--- config.mk ---
export PLATFORM = sky130hd
export DESIGN_NAME = snd_rom_arb
export DESIGN_NICKNAME = d
export VERILOG_FILES = /design/src/hw/snd_pkg.sv /design/src/hw/snd_rom_arb.sv
export SDC_FILE = /design/constraint.sdc
export NUM_CORES = 1
export LEC_CHECK = 0
export BUFFER_PORTS_ARGS = -buffer_cell sky130_fd_sc_hd__buf_4
export CAP_MARGIN = 20
export CORE_MARGIN = 1
export CORE_UTILIZATION = 40
export CTS_CLUSTER_DIAMETER = 80
export DETAILED_ROUTE_END_ITERATION = 6
export GPL_TIMING_DRIVEN = 0
export PLACE_DENSITY_LB_ADDON = 0.05
export RECOVER_POWER = 100
export SYNTH_ARGS = -nofsm -noshare
export SYNTH_HDL_FRONTEND = slang
export SYNTH_SLANG_ARGS = --single-unit
export TNS_END_PERCENT = 20
--- constraint.sdc ---
create_clock -name clk -period 1.3 [get_ports clk]
set_input_delay 0.195 -clock clk [delete_from_list [all_inputs] [get_ports clk]]
set_output_delay 0.195 -clock clk [all_outputs]
set_load 0.05 [all_outputs]
--- src/hw/snd_pkg.sv ---
// Shared bus widths and packed structs of the sound board, referenced by scoped names
`default_nettype none

package snd_pkg;

    // Shared ROM port, CPU code and PCM samples
    localparam int ROM_AW = 19;

    // PCM sample address inside the upper ROM half
    localparam int PCM_AW = 18;

    // Default work RAM depth, 8 KiB
    localparam int RAM_AW = 13;

    // Sound CPU bus as seen at the board
    typedef struct packed {
        logic [20:0] addr;
        logic        wrn;
        logic [7:0]  cpu_dout;
    } cpu_bus_t;

    // One-hot chip selects, latched on sx
    typedef struct packed {
        logic rom;
        logic ram;
        logic pcm;
        logic latch;
    } region_t;

    // Request towards the ROM arbiter
    // Held until the matching ok pulse
    typedef struct packed {
        logic [ROM_AW-1:0] addr;
        logic              req;
    } rom_req_t;

endpackage

`default_nettype wire

--- src/hw/snd_rom_arb.sv ---
// Shares the external ROM port between CPU code fetches and PCM sample fetches
`timescale 1ns/1ps
`default_nettype none

module snd_rom_arb (
    input  wire logic                       clk,
    input  wire logic                       rst,
    input  wire snd_pkg::rom_req_t          cpu_req,
    input  wire snd_pkg::rom_req_t          pcm_req,
    output      logic                       cpu_ok,
    output      logic                       pcm_ok,
    output      logic [snd_pkg::ROM_AW-1:0] rom_addr,
    output      logic                       rom_cs,
    input  wire logic                       rom_ok
);

    typedef enum logic {
        ARB_IDLE,
        ARB_GRANT
    } arb_state_t;

    arb_state_t state;
    // Owner of the grant, high for the PCM voice
    logic       owner_pcm;

    always_ff @(posedge clk or posedge rst) begin
        if (rst) begin
            state     <= ARB_IDLE;
            owner_pcm <= 1'b0;
            rom_cs    <= 1'b0;
        end else begin
            case (state)
                ARB_IDLE: begin
                    // CPU first, it stalls while waiting
                    if (cpu_req.req) begin
                        state     <= ARB_GRANT;
                        owner_pcm <= 1'b0;
                        rom_cs    <= 1'b1;
                    end else if (pcm_req.req) begin
                        state     <= ARB_GRANT;
                        owner_pcm <= 1'b1;
                        rom_cs    <= 1'b1;
                    end
                end
                default: begin
                    // Grant ends with the ok
                    if (rom_ok) begin
                        state  <= ARB_IDLE;
                        rom_cs <= 1'b0;
                    end
                end
            endcase
        end
    end

    // Address captured with the grant
    always_ff @(posedge clk) begin
        if (state == ARB_IDLE) begin
            rom_addr <= cpu_req.req ? cpu_req.addr : pcm_req.addr;
        end
    end

    // ok goes back to the owner only
    assign cpu_ok = rom_ok && state == ARB_GRANT && !owner_pcm;
    assign pcm_ok = rom_ok && state == ARB_GRANT &&  owner_pcm;

endmodule

`default_nettype wire

==> metrics <==
Non-Filler Instances around 150; Tightest Hold Check Type input pin to flop; initial antenna violation count 0; Least-Margin Pin Slew 0.500 ns; Slowest-stage cell, CP dfrtp_1; clock sink count 22; crit path kind flop to output pin; Top Family by Delay on Critical Path flip-flops; Synth Instances 54; Avg WL per Cell 12.5 um; Initial Utilization a little over two fifths; Seq cells post-synth 22; clock power share 18.2%; hold violation count in the final report 0; DR vias about 700; Int Power 0.00120 W; power per cell area about 1200 mW/mm^2; max cap viols 0; largest net degree at the start of global routing 21; CTS clk-pin slew, worst paths 0.12 ns; sequential-to-total area share from yosys stat 68.5%; H-tree depth 1; GRT Overall Usage between 10% and 20%; Inst Count DP approximately 150; share of Yosys cell area claimed by the top area cell type between 60% and 70%; WL final 1900 um; Mapped Area around 940 sq um; clk buf depth 2; failing checks negative setup slack; Synth Warn # 0; Critical Path RT 1.11 ns; period utilization 100%; nets@finish around 170; post-layout min period 1.30 ns; switching fraction of total power ~32%; hpwl dp 1440 um; die area between 0.002 and 0.003 sq mm; routed vias/inst approximately 4.6; clk_skew between 0.005 and 0.006 ns; fin. max-slew vios 0; IO Port Bufs 64; area leader, netlist edfxtp_1; DRC Markers 0; switching pwr 0.000572 W; Die Ht 50.5 um; RSZ-0062 raised after global routing true; Core Rows 17; CTS Buf Count 3; Peak Freq 768 MHz; area grow syn2layout 61.2%; Critical path buffers and inverters 1; Iter 0 DRT Violations 7; Comb pwr share between 30% and 40%; CP max stage delay 0.44 ns; Synthesized Nets between 90 and 100; DRT Pass-1 Iters 2; EDFF count, synth 19; Synth area leaders edfxtp_1, mux2_2, dfrtp_1; library cells used by synthesis 13; crit path cell chain and3_4 -> buf_8; Worst Path Arrival roughly 1.1 ns; syn avg cell area roughly 17 sq um; total gr overflow 0; status finished with violations; layout cells sized above 1 between 70% and 80%; ANT cells 0; setup TNS -0.00191 ns; CTS tree done; Commonest cells post-synth edfxtp_1, mux2_2, dfrtp_1, inv_1, buf_6; global-route wire length before repair approximately 3000 um; Core Footprint 0.00221 sq mm; Leakage 0.658 nW; # setup viols final 2; Worst R2R Setup Slack about 0.05 ns; CP Capture Type output pin; final setup margin -0.00187 ns; CP Launch Type flop; FFs w/ async S/R, synth 13.6%; peak fanout along the critical path 3; routability congestion estimate approximately 0.68; Reg power frac between 50% and 60%; clk_lat worst skew between 0.3 and 0.4 ns; Peak VDD IR approximately 0.8 mV; ANT nets after route 0; vias in the first global route around 690; Max-Slew Margin vs Limit around 67%; Root Driver clkbuf_4; width of the die just over 50 um; I/O pins 65; Synth Flop Type edfxtp_1
==> final timing paths <==
| kind | from | endpoint | depth (start not counted) |
|---|---|---|---|
| worst max-delay path | owner_pcm$_DFFE_PP0P_ | pcm_ok | 2 |
| worst min-delay path | rom_ok | rom_cs$_DFFE_PP0P_ | 2 |
| worst max register to register | state$_DFF_PP0_ | rom_addr[13]$_DFFE_PN_ | 2 |
| worst min register to register | state$_DFF_PP0_ | rom_cs$_DFFE_PP0P_ | 1 |
| max in group asynchronous | rst | state$_DFF_PP0_ | 3 |
| min in group asynchronous | rst | state$_DFF_PP0_ | 3 |
==> layer usage <==
layer | GRT usage [%] | routed length (um)
met3 | 3.33 | 141
met2 | 27.6 | 919
met4 | 7.87 | 31
met1 | 19.4 | 811
met5 | 0 | 0
==> sequential cells by signal, indices dropped and copies added, names as in the netlist <==
register and cells:
rom_addr 19, owner_pcm 1, rom_cs 1, state 1
==> per-stage QoR <==
step | hold slack [ns] | utilization (%) | total power [W] | setup slack, ns | area [sq um]
2_1_floorplan | -0.0514 | - | 0.00123 | 0.110 | 945
3_3_place_gp | 0.0737 | 66.0 | 0.00144 | -0.0234 | 1460
3_5_place_dp | 0.0787 | 66.0 | 0.00145 | -0.0612 | 1460
4_1_cts | 0.0736 | 68.0 | 0.00177 | -0.0718 | 1500
5_1_grt | 0.0721 | 68.7 | 0.00185 | -0.0657 | 1520
6_report | 0.0893 | 68.7 | 0.00177 | -0.00187 | 1520
==> final cells by class <==
class,instances,area (sq um)
plain buffers,2,8.76
clock buffers,3,22.5
clock inverters,1,3.75
fillers,170,693
inverters,3,15.0
multi-input cells,27,278
flip-flops and latches,22,647
well taps,28,35.0
repair buffers,66,509
==> placed cells by master (no fill, tap or decap), types with 2 or more instances in the layout <==
master / count
buf_4: 61
buf_8: 2
clkbuf_1: 2
clkbuf_4: 4
dfrtp_1: 2
edfxtp_1: 19
inv_1: 2
mux2_2: 19
==> what timing repair did <==
action | in CTS | in global routing
endpoints found under the setup margin | 21 | 22
buffers inserted | 0 | 1
resized for setup | 2 | 7
hold buffers | 1 | 0
pin swaps | 0 | 1
hold endpoints to repair | 3 | 0
==> logic make-up after synthesis <==
kind of cell | Yosys count | synth area share, %
simple gates | 5 | 2.66
flops | 22 | 68.5
mux | 19 | 22.7
buf+inv | 5 | 3.59
compound gates | 3 | 2.52
==> power by group through the flow <==
stage	Combinational (W)	Sequential, W	Clock [W]
global route	0.000595	0.000894	0.000363
CTS	0.000556	0.000883	0.000335
global placement	0.000539	0.000896	0
finish	0.000565	0.000886	0.000322
floorplan	0.000131	0.00110	0
detailed placement	0.000548	0.000898	0
Note: power is estimated with default switching activity, not from simulation.
