$ cat src/hw/snd_pkg.sv
// Shared bus widths and packed structs of the sound board, referenced by scoped names
`default_nettype none

package snd_pkg;

    // Shared ROM port, CPU code and PCM samples
    localparam int ROM_AW = 19;

    // PCM sample address inside the upper ROM half
    localparam int PCM_AW = 18;

    // Default work RAM depth, 8 KiB
    localparam int RAM_AW = 13;

    // Sound CPU bus as seen at the board
    typedef struct packed {
        logic [20:0] addr;
        logic        wrn;
        logic [7:0]  cpu_dout;
    } cpu_bus_t;

    // One-hot chip selects, latched on sx
    typedef struct packed {
        logic rom;
        logic ram;
        logic pcm;
        logic latch;
    } region_t;

    // Request towards the ROM arbiter
    // Held until the matching ok pulse
    typedef struct packed {
        logic [ROM_AW-1:0] addr;
        logic              req;
    } rom_req_t;

endpackage

`default_nettype wire

$ cat src/hw/snd_decode.sv
// Sound CPU bus decoder: chip selects, read mux, ROM wait and latch interrupt
`timescale 1ns/1ps
`default_nettype none

module snd_decode (
    input  wire logic               clk,
    input  wire logic               rst,
    input  wire snd_pkg::cpu_bus_t  cpu,
    input  wire logic               sx,
    input  wire logic               ce,
    input  wire logic [7:0]         latch,
    input  wire logic               snreq,
    input  wire logic [7:0]         ram_dout,
    input  wire logic [7:0]         pcm_dout,
    input  wire logic [7:0]         rom_dout,
    input  wire logic               cpu_rom_ok,
    output      snd_pkg::rom_req_t  cpu_rom,
    output      snd_pkg::region_t   sel,
    output      logic [7:0]         din,
    output      logic               waitn,
    output      logic               irqn
);

    // ROM data already received for this cycle
    logic rom_done;

    // Address is only stable between sx and ce
    // so the selects are latched on sx and dropped on ce
    always_ff @(posedge clk or posedge rst) begin
        if (rst) begin
            sel <= '0;
        end else if (sx) begin
            sel.rom   <= ~cpu.addr[20];
            // Region 3 holds the latch in the upper half
            sel.latch <= cpu.addr[20] && cpu.addr[19:16] == 4'd3 && cpu.addr[15];
            // and the PCM voice in the lower half
            sel.pcm   <= cpu.addr[20] && cpu.addr[19:16] == 4'd3 && !cpu.addr[15];
            // 1f0000-1f1fff
            sel.ram   <= &cpu.addr[20:16];
        end else if (ce) begin
            sel <= '0;
        end
    end

    // Marks the ok of the current ROM cycle
    always_ff @(posedge clk or posedge rst) begin
        if (rst) begin
            rom_done <= 1'b0;
        end else if (sx || ce) begin
            rom_done <= 1'b0;
        end else if (cpu_rom_ok) begin
            rom_done <= 1'b1;
        end
    end

    // Request stays up until the ok, 16-bit code space
    always_comb begin
        cpu_rom.addr = {{(snd_pkg::ROM_AW-16){1'b0}}, cpu.addr[15:0]};
        cpu_rom.req  = sel.rom & ~rom_done;
    end

    // CPU held while the fetch is pending
    // high again the cycle after the ok
    assign waitn = ~(sel.rom & ~rom_done);

    // Registered read data
    always_ff @(posedge clk) begin
        if (sel.ram) begin
            din <= ram_dout;
        end else if (sel.pcm) begin
            din <= pcm_dout;
        end else if (sel.latch) begin
            din <= latch;
        end else if (sel.rom) begin
            // ROM data only valid with its ok
            if (cpu_rom_ok) begin
                din <= rom_dout;
            end
        end else begin
            // FM regions and holes read as open bus
            din <= 8'hff;
        end
    end

    // Sound interrupt from the main CPU
    always_ff @(posedge clk or posedge rst) begin
        if (rst) begin
            irqn <= 1'b1;
        end else if (snreq) begin
            irqn <= 1'b0;
        end else if (ce && sel.latch && cpu.wrn) begin
            // Reading the latch acknowledges it
            irqn <= 1'b1;
        end
    end

endmodule

`default_nettype wire

$ cat config.mk
export PLATFORM = sky130hd
export DESIGN_NAME = snd_decode
export DESIGN_NICKNAME = d
export VERILOG_FILES = /design/src/hw/snd_pkg.sv /design/src/hw/snd_decode.sv
export SDC_FILE = /design/constraint.sdc
export NUM_CORES = 1
export LEC_CHECK = 0
export ABC_AREA = 1
export BUFFER_PORTS_ARGS = -buffer_cell sky130_fd_sc_hd__buf_2
export CORE_UTILIZATION = 35
export DETAILED_ROUTE_END_ITERATION = 7
export PLACE_DENSITY_LB_ADDON = 0.1
export SYNTH_ARGS = -nofsm -noshare
export SYNTH_HDL_FRONTEND = slang
export SYNTH_SLANG_ARGS = --single-unit
$ cat constraint.sdc
create_clock -name clk -period 1.7 [get_ports clk]
set_input_delay 0.17 -clock clk [delete_from_list [all_inputs] [get_ports clk]]
set_output_delay 0.17 -clock clk [all_outputs]
set_load 0.02 [all_outputs]
==> impl_results.md <==
- Most used DFF post-synth: edfxtp_1
- Num CTS Buffers: 3
- Most frequent cells after synthesis: nand2_1 (43), buf_4 (20), inv_1 (19)
- Synth Warn #: 0
- Max Fclk: between 700 and 800 MHz
- Fin. Hold Viols: 0
- Diodes inserted: 0
- Share of cells above drive strength 1: roughly 37%
- Initial antenna violation count: 0
- Synth top area share: approximately a quarter
- Die area: a little over 0.003 mm²
- Leakage: 0.6907 nW
- Clock latency on the worst-skew pair: ~0.27 ns
- DRT antenna net count: 0
- Area growth syn-to-layout: 22.76%
- Place WS: roughly 0.35 ns
- PwrDens: a little over 600 mW/mm²
- Cell family with most CP delay: flip-flops
- Flop2flop setup slack: between 0.3 and 0.4 ns
- Arrival time at the worst endpoint: 1.22 ns
- Number of enable flip-flop cells after synthesis: 8
- Cells after Synth: between 100 and 150
- Number of DRC markers in iteration 0: 20
- Fin Hold WS: 0.1128 ns
- Core area: ~0.0027 mm²
- Row cnt: 19
- Most numerous cell on the critical path: inv_1
- Post-synthesis mux area share: 0%
- Post-synthesis compound-gate area fraction: 5.224%
- Setup CP Type: reg -> out
- Overflow after GRT: 0
- CP Buf/Inv Count: 3
- DP HPWL: between 1.5 and 2 mm
- Post-synthesis xor/xnor area fraction: 0%
- Nets: 259
- Clock Path Buffers: 2
- Synth Cell Area: slightly above 0.001 mm²
- # port buffers: 60
- Via count: 971
- Starting Density: between 30% and 40%
- Via/cell ratio: between 4 and 5
- Detailed Route WL: between 2 and 2.5 mm
- Post-DP Area: around 0.0012 mm²
- Boundary Pins: 102
- Syn avg cell area: about 7.0 µm²
- Yosys cell types: 19
- RSZ-0062 raised after global routing: no
- Post-synth top area cell: edfxtp_1
- Final Cycle Share: 81.53%
- Largest net degree at the start of global routing: 17
- Root buffer cell: clkbuf_4
- Critical Path Sink Type: output port
- Sequential-to-total area share from yosys stat: 38.93%
- Status: completed
- Final core utilization: about 45%
- Final Skew: about 0.0011 ns
- DRC Markers: 0
- Final setup vio count: 0
- Max-Cap Viols: 0
- Slew Viols, Final: 0
- Number of global-route vias before repair: around 940
- Die width: around 56 µm
- CTS tree: built
- CP cell instances: inv_1 -> nor2_1 -> inv_1 -> buf_2
- Critical-path top delay cell: dfrtp_1
- Die Y: 55.61 µm
- 1st-pass router iterations: 4
- Worst vdd ir: 0.4791 mV
- Post-synth ARST share: approximately 43%
- Clk sinks: 14
- Synth Area in Adders: 0%
- Final GP Congestion: roughly 0.71
- Gr usage total: roughly 15%
- Max incr delay on CP: roughly 0.47 ns
- Cell with the most instances after synthesis: nand2_1
- Worst-path fanout max: 8
- Htree depth: 1
- Tmin final: approximately 1.4 ns
- First-pass GRT wire length: between 3 and 4 mm
- Area contributors post-synth: edfxtp_1 (24%), nand2_1 (16%), buf_4 (15%), dfrtp_1 (12%), inv_1 (7.1%)
- Finished Cell Area: around 0.0012 mm²
- Final setup margin: ~0.31 ns
- Worst hold path type: in -> reg
- CP startpoint kind: register
- Critical path data required time: roughly 1.5 ns
- Clock slew at reported path FFs: roughly 0.080 ns
- TNS Setup: 0 ns
- WL/cell: 9.968 µm
- Largest family of logic cells by synthesized area: simple AND/OR/NAND/NOR gates
- Yosys reg bits: 14
- Post-Synth Simple-Gate Area: a little under a third
==> cell type report <==
cell class	count	area (µm²)
clock buffers	4	26.28
fillers	294	1499
inverters	20	75.07
multi-input cells	89	375.4
flip-flops and latches	14	391.6
well taps	31	38.79
repair buffers	63	327.8
==> placed cells by master, fill, tap and decap left out <==
master and n:
nand2_1 43, nand4_1 1, buf_2 60, edfxtp_1 8, conb_1 3, dfstp_2 1
dfrtp_1 5, buf_4 1, inv_1 19, nand3_1 10, clkbuf_4 3, clkbuf_1 1
a21oi_1 7, o22ai_1 2, dlygate4sd3_1 2, inv_2 1, o21ai_0 1, nor2_1 17
nor2_2 4, nor3_1 1
==> kinds of logic (layout without fill, tap and decap cells) <==
group / after synthesis / count (layout)
flip-flops: 14 / 14
AO/OA/AOI/OAI: 10 / 10
AND/OR/NAND/NOR: 76 / 76
buffers and inverters: 43 / 87
other: 1 / 3
==> state kept, by name (all words and copies together), names as in the netlist <==
| register | count |
|---|---|
| din | 8 |
| irqn | 1 |
| rom_done | 1 |
| sel | 4 |
==> stage by stage <==
step,power [W],cells
2_1_floorplan,0.0005412,146
3_3_place_gp,0.0005641,215
3_5_place_dp,0.0005660,215
4_1_cts,0.0007630,221
5_1_grt,0.0008061,221
6_report,0.0007516,221
==> final timing paths <==
path,from,cells past startpoint,endpoint
worst max-delay path,sel[3],4,waitn
worst min-delay path,cpu[29],2,sel[3]
worst max register to register,sel[0],5,din[4]
worst min register to register,irqn,2,irqn
max in group asynchronous,rst,3,irqn
min in group asynchronous,rst,3,sel[0]
==> worst register-to-register path: cells and delay by family, from the launching register on <==
family	cells	cell delay, ns
DFF	1	0.61
and+or+nand+nor	4	0.31
buffers and inverters	1	0.19
==> metal layers <==
layer / up-vias / routed length (µm) / global-route usage, % / part of all wire [%]
li1: 513 / - / - / -
met1: 415 / 901 / 16.22 / 41
met2: 37 / 1115 / 27.54 / 51
met3: 6 / 165 / 4.419 / 7.5
met4: 0 / 20 / 6.429 / 0.91
met5: - / 0 / 0 / 0
==> repair_timing <==
action,CTS,global route
buffers inserted,0,0
resized for setup,0,0
hold buffers,2,0
endpoints found under the hold margin,6,0
==> where the power goes <==
part / leakage (nW) / total [W] / internal (W) / switching, W
registers: 0.149 / 0.000390 / 0.000382 / 0.00000808
logic: 0.527 / 0.000170 / 0.0000730 / 0.0000975
clock network: 0.0150 / 0.000191 / 0.0000907 / 0.000101
total: 0.691 / 0.000752 / 0.000545 / 0.000206
(Power assumes the default switching activity.)
