## config.mk

```make
export PLATFORM = sky130hd
export DESIGN_NAME = snd_pcm
export DESIGN_NICKNAME = d
export VERILOG_FILES = /design/src/hw/snd_pkg.sv /design/src/hw/snd_pcm.sv
export SDC_FILE = /design/constraint.sdc
export NUM_CORES = 1
export LEC_CHECK = 0
export ABC_AREA = 0
export BUFFER_PORTS_ARGS = -buffer_cell sky130_fd_sc_hd__clkbuf_2
export CORE_MARGIN = 5
export CORE_UTILIZATION = 35
export CTS_CLUSTER_SIZE = 24
export DETAILED_ROUTE_END_ITERATION = 10
export PLACE_DENSITY = 0.61
export SLEW_MARGIN = 10
export SYNTH_ARGS = -nofsm -noshare
export SYNTH_HDL_FRONTEND = slang
export SYNTH_SLANG_ARGS = --single-unit
```

## constraint.sdc

```tcl
create_clock -name clk -period 2.4 [get_ports clk]
set_clock_uncertainty 0.15 [all_clocks]
set_input_delay 0.12 -clock clk [delete_from_list [all_inputs] [get_ports clk]]
set_output_delay 0.12 -clock clk [all_outputs]
set_load 0.01 [all_outputs]
```

## src/hw/snd_pkg.sv

```systemverilog
// Shared bus widths and packed structs of the sound board, referenced by scoped names
`default_nettype none

package snd_pkg;

    // Shared ROM port, CPU code and PCM samples
    localparam int ROM_AW = 19;

    // PCM sample address inside the upper ROM half
    localparam int PCM_AW = 18;

    // Default work RAM depth, 8 KiB
    localparam int RAM_AW = 13;

    // Sound CPU bus as seen at the board
    typedef struct packed {
        logic [20:0] addr;
        logic        wrn;
        logic [7:0]  cpu_dout;
    } cpu_bus_t;

    // One-hot chip selects, latched on sx
    typedef struct packed {
        logic rom;
        logic ram;
        logic pcm;
        logic latch;
    } region_t;

    // Request towards the ROM arbiter
    // Held until the matching ok pulse
    typedef struct packed {
        logic [ROM_AW-1:0] addr;
        logic              req;
    } rom_req_t;

endpackage

`default_nettype wire

```

## src/hw/snd_pcm.sv

```systemverilog
// Simple PCM voice: plays signed ROM bytes at the cen_pcm rate, scaled by fxlevel
`timescale 1ns/1ps
`default_nettype none

module snd_pcm (
    input  wire logic               clk,
    input  wire logic               rst,
    input  wire snd_pkg::cpu_bus_t  cpu,
    input  wire logic               wr,
    input  wire logic               cen_pcm,
    input  wire logic [1:0]         fxlevel,
    output      snd_pkg::rom_req_t  req,
    input  wire logic               ok,
    input  wire logic [7:0]         data,
    output      logic [7:0]         dout,
    output      logic signed [15:0] snd,
    output      logic               sample
);

    logic [snd_pkg::PCM_AW-1:0] addr;
    logic [7:0]                 count;
    logic                       busy;
    // One fetch in flight at most
    logic                       pend;
    logic signed [15:0]         ext;
    logic signed [15:0]         scaled;

    // Sign extend the ROM byte, then apply the volume step
    assign ext    = {{8{data[7]}}, data};
    assign scaled = ext <<< (5 + fxlevel);

    // Samples sit in the upper ROM half
    always_comb begin
        req.addr = {1'b1, addr};
        req.req  = pend;
    end

    // Status read, bit 0 is busy
    assign dout = {7'd0, busy};

    always_ff @(posedge clk or posedge rst) begin
        if (rst) begin
            addr   <= '0;
            count  <= '0;
            busy   <= 1'b0;
            pend   <= 1'b0;
            snd    <= '0;
            sample <= 1'b0;
        end else begin
            sample <= ok;
            if (wr) begin
                // Register map on the low address bits
                case (cpu.addr[1:0])
                    2'd0: addr[7:0]   <= cpu.cpu_dout;
                    2'd1: addr[15:8]  <= cpu.cpu_dout;
                    2'd2: addr[17:16] <= cpu.cpu_dout[1:0];
                    default: begin
                        // Count write starts playback
                        count <= cpu.cpu_dout;
                        busy  <= cpu.cpu_dout != 8'd0;
                    end
                endcase
            end else if (ok) begin
                // Byte arrived, output it and advance
                pend  <= 1'b0;
                snd   <= scaled;
                addr  <= addr + 1'b1;
                count <= count - 1'b1;
                busy  <= count != 8'd1;
            end else if (cen_pcm && busy && !pend) begin
                // Next fetch on the sample tick
                // paused while the arbiter has not answered
                pend <= 1'b1;
            end
        end
    end

endmodule

`default_nettype wire

```

==> results.toml <==
[status]
status = "finished clean"

[clock_network]
cts_tree = "done"
root_buffer = "clkbuf_8"
post-cts-setup-buffer-count = 0
clk_latency_ns = 0.30
cts_resized = 0
numCtsBuffers = 5
cts_num_sinks = 45
max-clock-path-buffers = 2
htreeDepth = 2
path_clk_slew_ns = 0.09
hold_buffers = 3

[logic_synthesis]
synth_cell_types = 57
synthFlopType = "dfrtp_1"
synth_edf_count = 0
synth.most_common_cell = "dfrtp_1"
seq_area_frac_synth = 0.3996
yosys.area.top_type_share = 0.3996
yosysTopAreaCell = "dfrtp_1"
async_reset_ff_frac = 1.000
ys_ff_latch = 45
ys_top_cells_by_area = "dfrtp_1 40%, nand2_1 5.2%, a21oi_1 4.1%, o21ai_0 3.7%, mux2i_1 3.2%"
synthTopCellsByCount = "45 x dfrtp_1, 39 x nand2_1, 23 x a21oi_1, 23 x nor2_1, 21 x o21ai_0"
yosysWarnings = 0
avgSynthCellArea_um2 = 9.089
syn_area_um2 = 2818
syn_inst = 310

[floorplan]
rows = 32
die_area_um2 = 9945
pin_count = 90
core_um2 = 7767
die_w_um = 99.73
fp.dieH_um = 99.73
initial_core_util = 0.3628

[critical_path]
startpoint_type = "flip-flop"
crit_type = "flip-flop to flip-flop"
cp.arrival_ns = 1.94
critical_path.top_delay_family = "simple AND/OR/NAND/NOR gates"
crit_chain = "ha_1 > nand4_4 > nor4_2 > a21oi_1 > a311o_1"
r2r-start = "addr[0]$_DFFE_PP0P_"
reg2reg_depth = 5
critical-path-max-stage-delay_ns = 0.47
required_ns = 2.43
r2r_slack_ns = 0.49
endpoint_kind = "flip-flop"
r2r-end = "addr[10]$_DFFE_PP0P_"
critPathSlowestCell = "dfrtp_1"
crit_fanout = 7
path_buf_inv = 0

[routing]
routedWlPerCell_um = 15.66
finalWirelength_um = 7391
dr.pass1.iters = 4
drc = 0
num_vias = 2514
drt_iter0_drc = 122
viasPerCell = 5.326
postRouteAntennaNets = 0

[cells_and_area]
finalInstanceArea_um2 = 3287
nets = 418
num-fill-cells = 815
n_antenna_cell = 0
layout-drive-gt1-share = 0.2649
syn_to_final_growth_pct = 16.65
final_cells = 472

[timing]
relSlewSlack = 0.5930
tns_ns = 0
worst_slew_pin_slew_ns = 0.6096
setup_viol = 0
rsz0062_at_grt = "no"
period_share = 0.7941
period_needed_ns = 1.906
final_hold_viol_count = 0
finalMaxSlewViolations = 0
timing.fmax_mhz = 524.7

[global_routing]
grt_max_degree = 29
antenna_found_initial = 0
track_usage = 0.1529
grt_pass1_wl_um = 12270
overflow = 0
grt_pass1_vias = 2358

[worst_hold_path]
holdPathStages = 3
whs_endpoint = "busy$_DFFE_PP0P_"
hp-start = "cpu[5]"
hold_class = "input port to flip-flop"

[place]
hpwl_um = 5683
dpl_cell_area_um2 = 3174
portBuffers = 61
gp_congestion = 0.8895
dp.cells = 461

[pwr]
powerDensity_nw_per_um2 = 638.7
total_power_w = 0.002099
max-vdd-ir-drop_mv = 0.2574
p_leak_nw = 1.508

[run]
cap_violations = 0
==> worst max-delay path by stage <==
stage                   startpoint              endpoint  cells past startpoint
6_report       addr[0]$_DFFE_PP0P_  addr[10]$_DFFE_PP0P_                      5
5_1_grt        addr[1]$_DFFE_PP0P_  addr[10]$_DFFE_PP0P_                      5
4_1_cts        addr[0]$_DFFE_PP0P_  addr[10]$_DFFE_PP0P_                      5
3_5_place_dp   addr[0]$_DFFE_PP0P_  addr[10]$_DFFE_PP0P_                      5
3_3_place_gp   addr[0]$_DFFE_PP0P_  addr[10]$_DFFE_PP0P_                      5
2_1_floorplan  addr[0]$_DFFE_PP0P_  addr[10]$_DFFE_PP0P_                      5
==> per-stage QoR <==
step / util / hold slack [ns] / setup slack [ns]
after global placement: 0.4087 / 0.07351 / 0.5354
after detailed placement: 0.4087 / 0.06930 / 0.5062
after global routing: 0.4232 / 0.03136 / 0.3350
final: 0.4232 / 0.01702 / 0.4941
after CTS: 0.4232 / 0.007358 / 0.4953
after floorplan: - / 0.001430 / 0.6288
==> layout by cell type (no fill, tap or decap), types with 4 or more instances in the layout <==
master / netlist / final
a21oi_1: 23 / 23
nor2_1: 23 / 23
nor3_1: 4 / 4
dfrtp_1: 45 / 45
ha_1: 4 / 4
o22ai_1: 4 / 4
a31oi_1: 6 / 6
nand3_1: 7 / 7
clkbuf_8: 0 / 5
and2_1: 5 / 5
buf_4: 11 / 10
a22o_1: 5 / 5
mux2_2: 5 / 5
clkbuf_2: 0 / 61
o41ai_1: 4 / 4
o31ai_1: 6 / 6
nand2b_1: 6 / 6
inv_1: 8 / 7
conb_1: 2 / 8
nand4_1: 5 / 5
mux2i_1: 9 / 9
nand2_1: 39 / 39
nor4_1: 4 / 4
o21ai_0: 21 / 21
==> sequential cells by signal, indices dropped and copies added, names as in the netlist <==
signal  count
sample      1
snd        16
busy        1
pend        1
count       8
addr       18
==> power by group <==
| group | internal [W] | total [W] | leakage [nW] | switching (W) |
|---|---|---|---|---|
| registers | 0.000878 | 0.00103 | 0.547 | 0.000154 |
| clock network | 0.000202 | 0.000462 | 0.0450 | 0.000259 |
| logic | 0.000256 | 0.000606 | 0.916 | 0.000350 |
| total | 0.00134 | 0.00210 | 1.51 | 0.000763 |
==> worst min-delay path, stage by stage <==
cell,delay (ns)
clkbuf_2,0.10
o41ai_1,0.08
o21ai_0,0.13
==> layout make-up <==
type | count | area [um2] | share of cell area
Clock buffer | 6 | 72.57 | 0.02208
Clock inverter | 2 | 10.01 | 0.003045
Inverter | 9 | 33.78 | 0.01028
Timing Repair Buffer | 74 | 410.4 | 0.1249
Multi-Input combinational cell | 234 | 1506 | 0.4583
Sequential cell | 45 | 1126 | 0.3426
Tap cell | 102 | 127.6 | 0.03883
==> logic make-up after synthesis <==
group / count (synthesis) / share of synthesized area
AOI/OAI and AO/OA: 91 / 0.2127
adders and majority gates: 4 / 0.01776
buffers and inverters: 37 / 0.07371
DFF: 45 / 0.3996
muxes: 18 / 0.07593
other: 2 / 0.002665
and+or+nand+nor: 113 / 0.2176
==> metal layers <==
layer / track usage / share of wire / up-vias
met1: 0.2232 / 0.47 / 1207
met2: 0.2319 / 0.46 / 66
met5: 0 / 0 / -
met4: 0.03992 / 0.015 / 0
met3: 0.02805 / 0.056 / 10
li1: - / - / 1231
(Power assumes the default switching activity.)
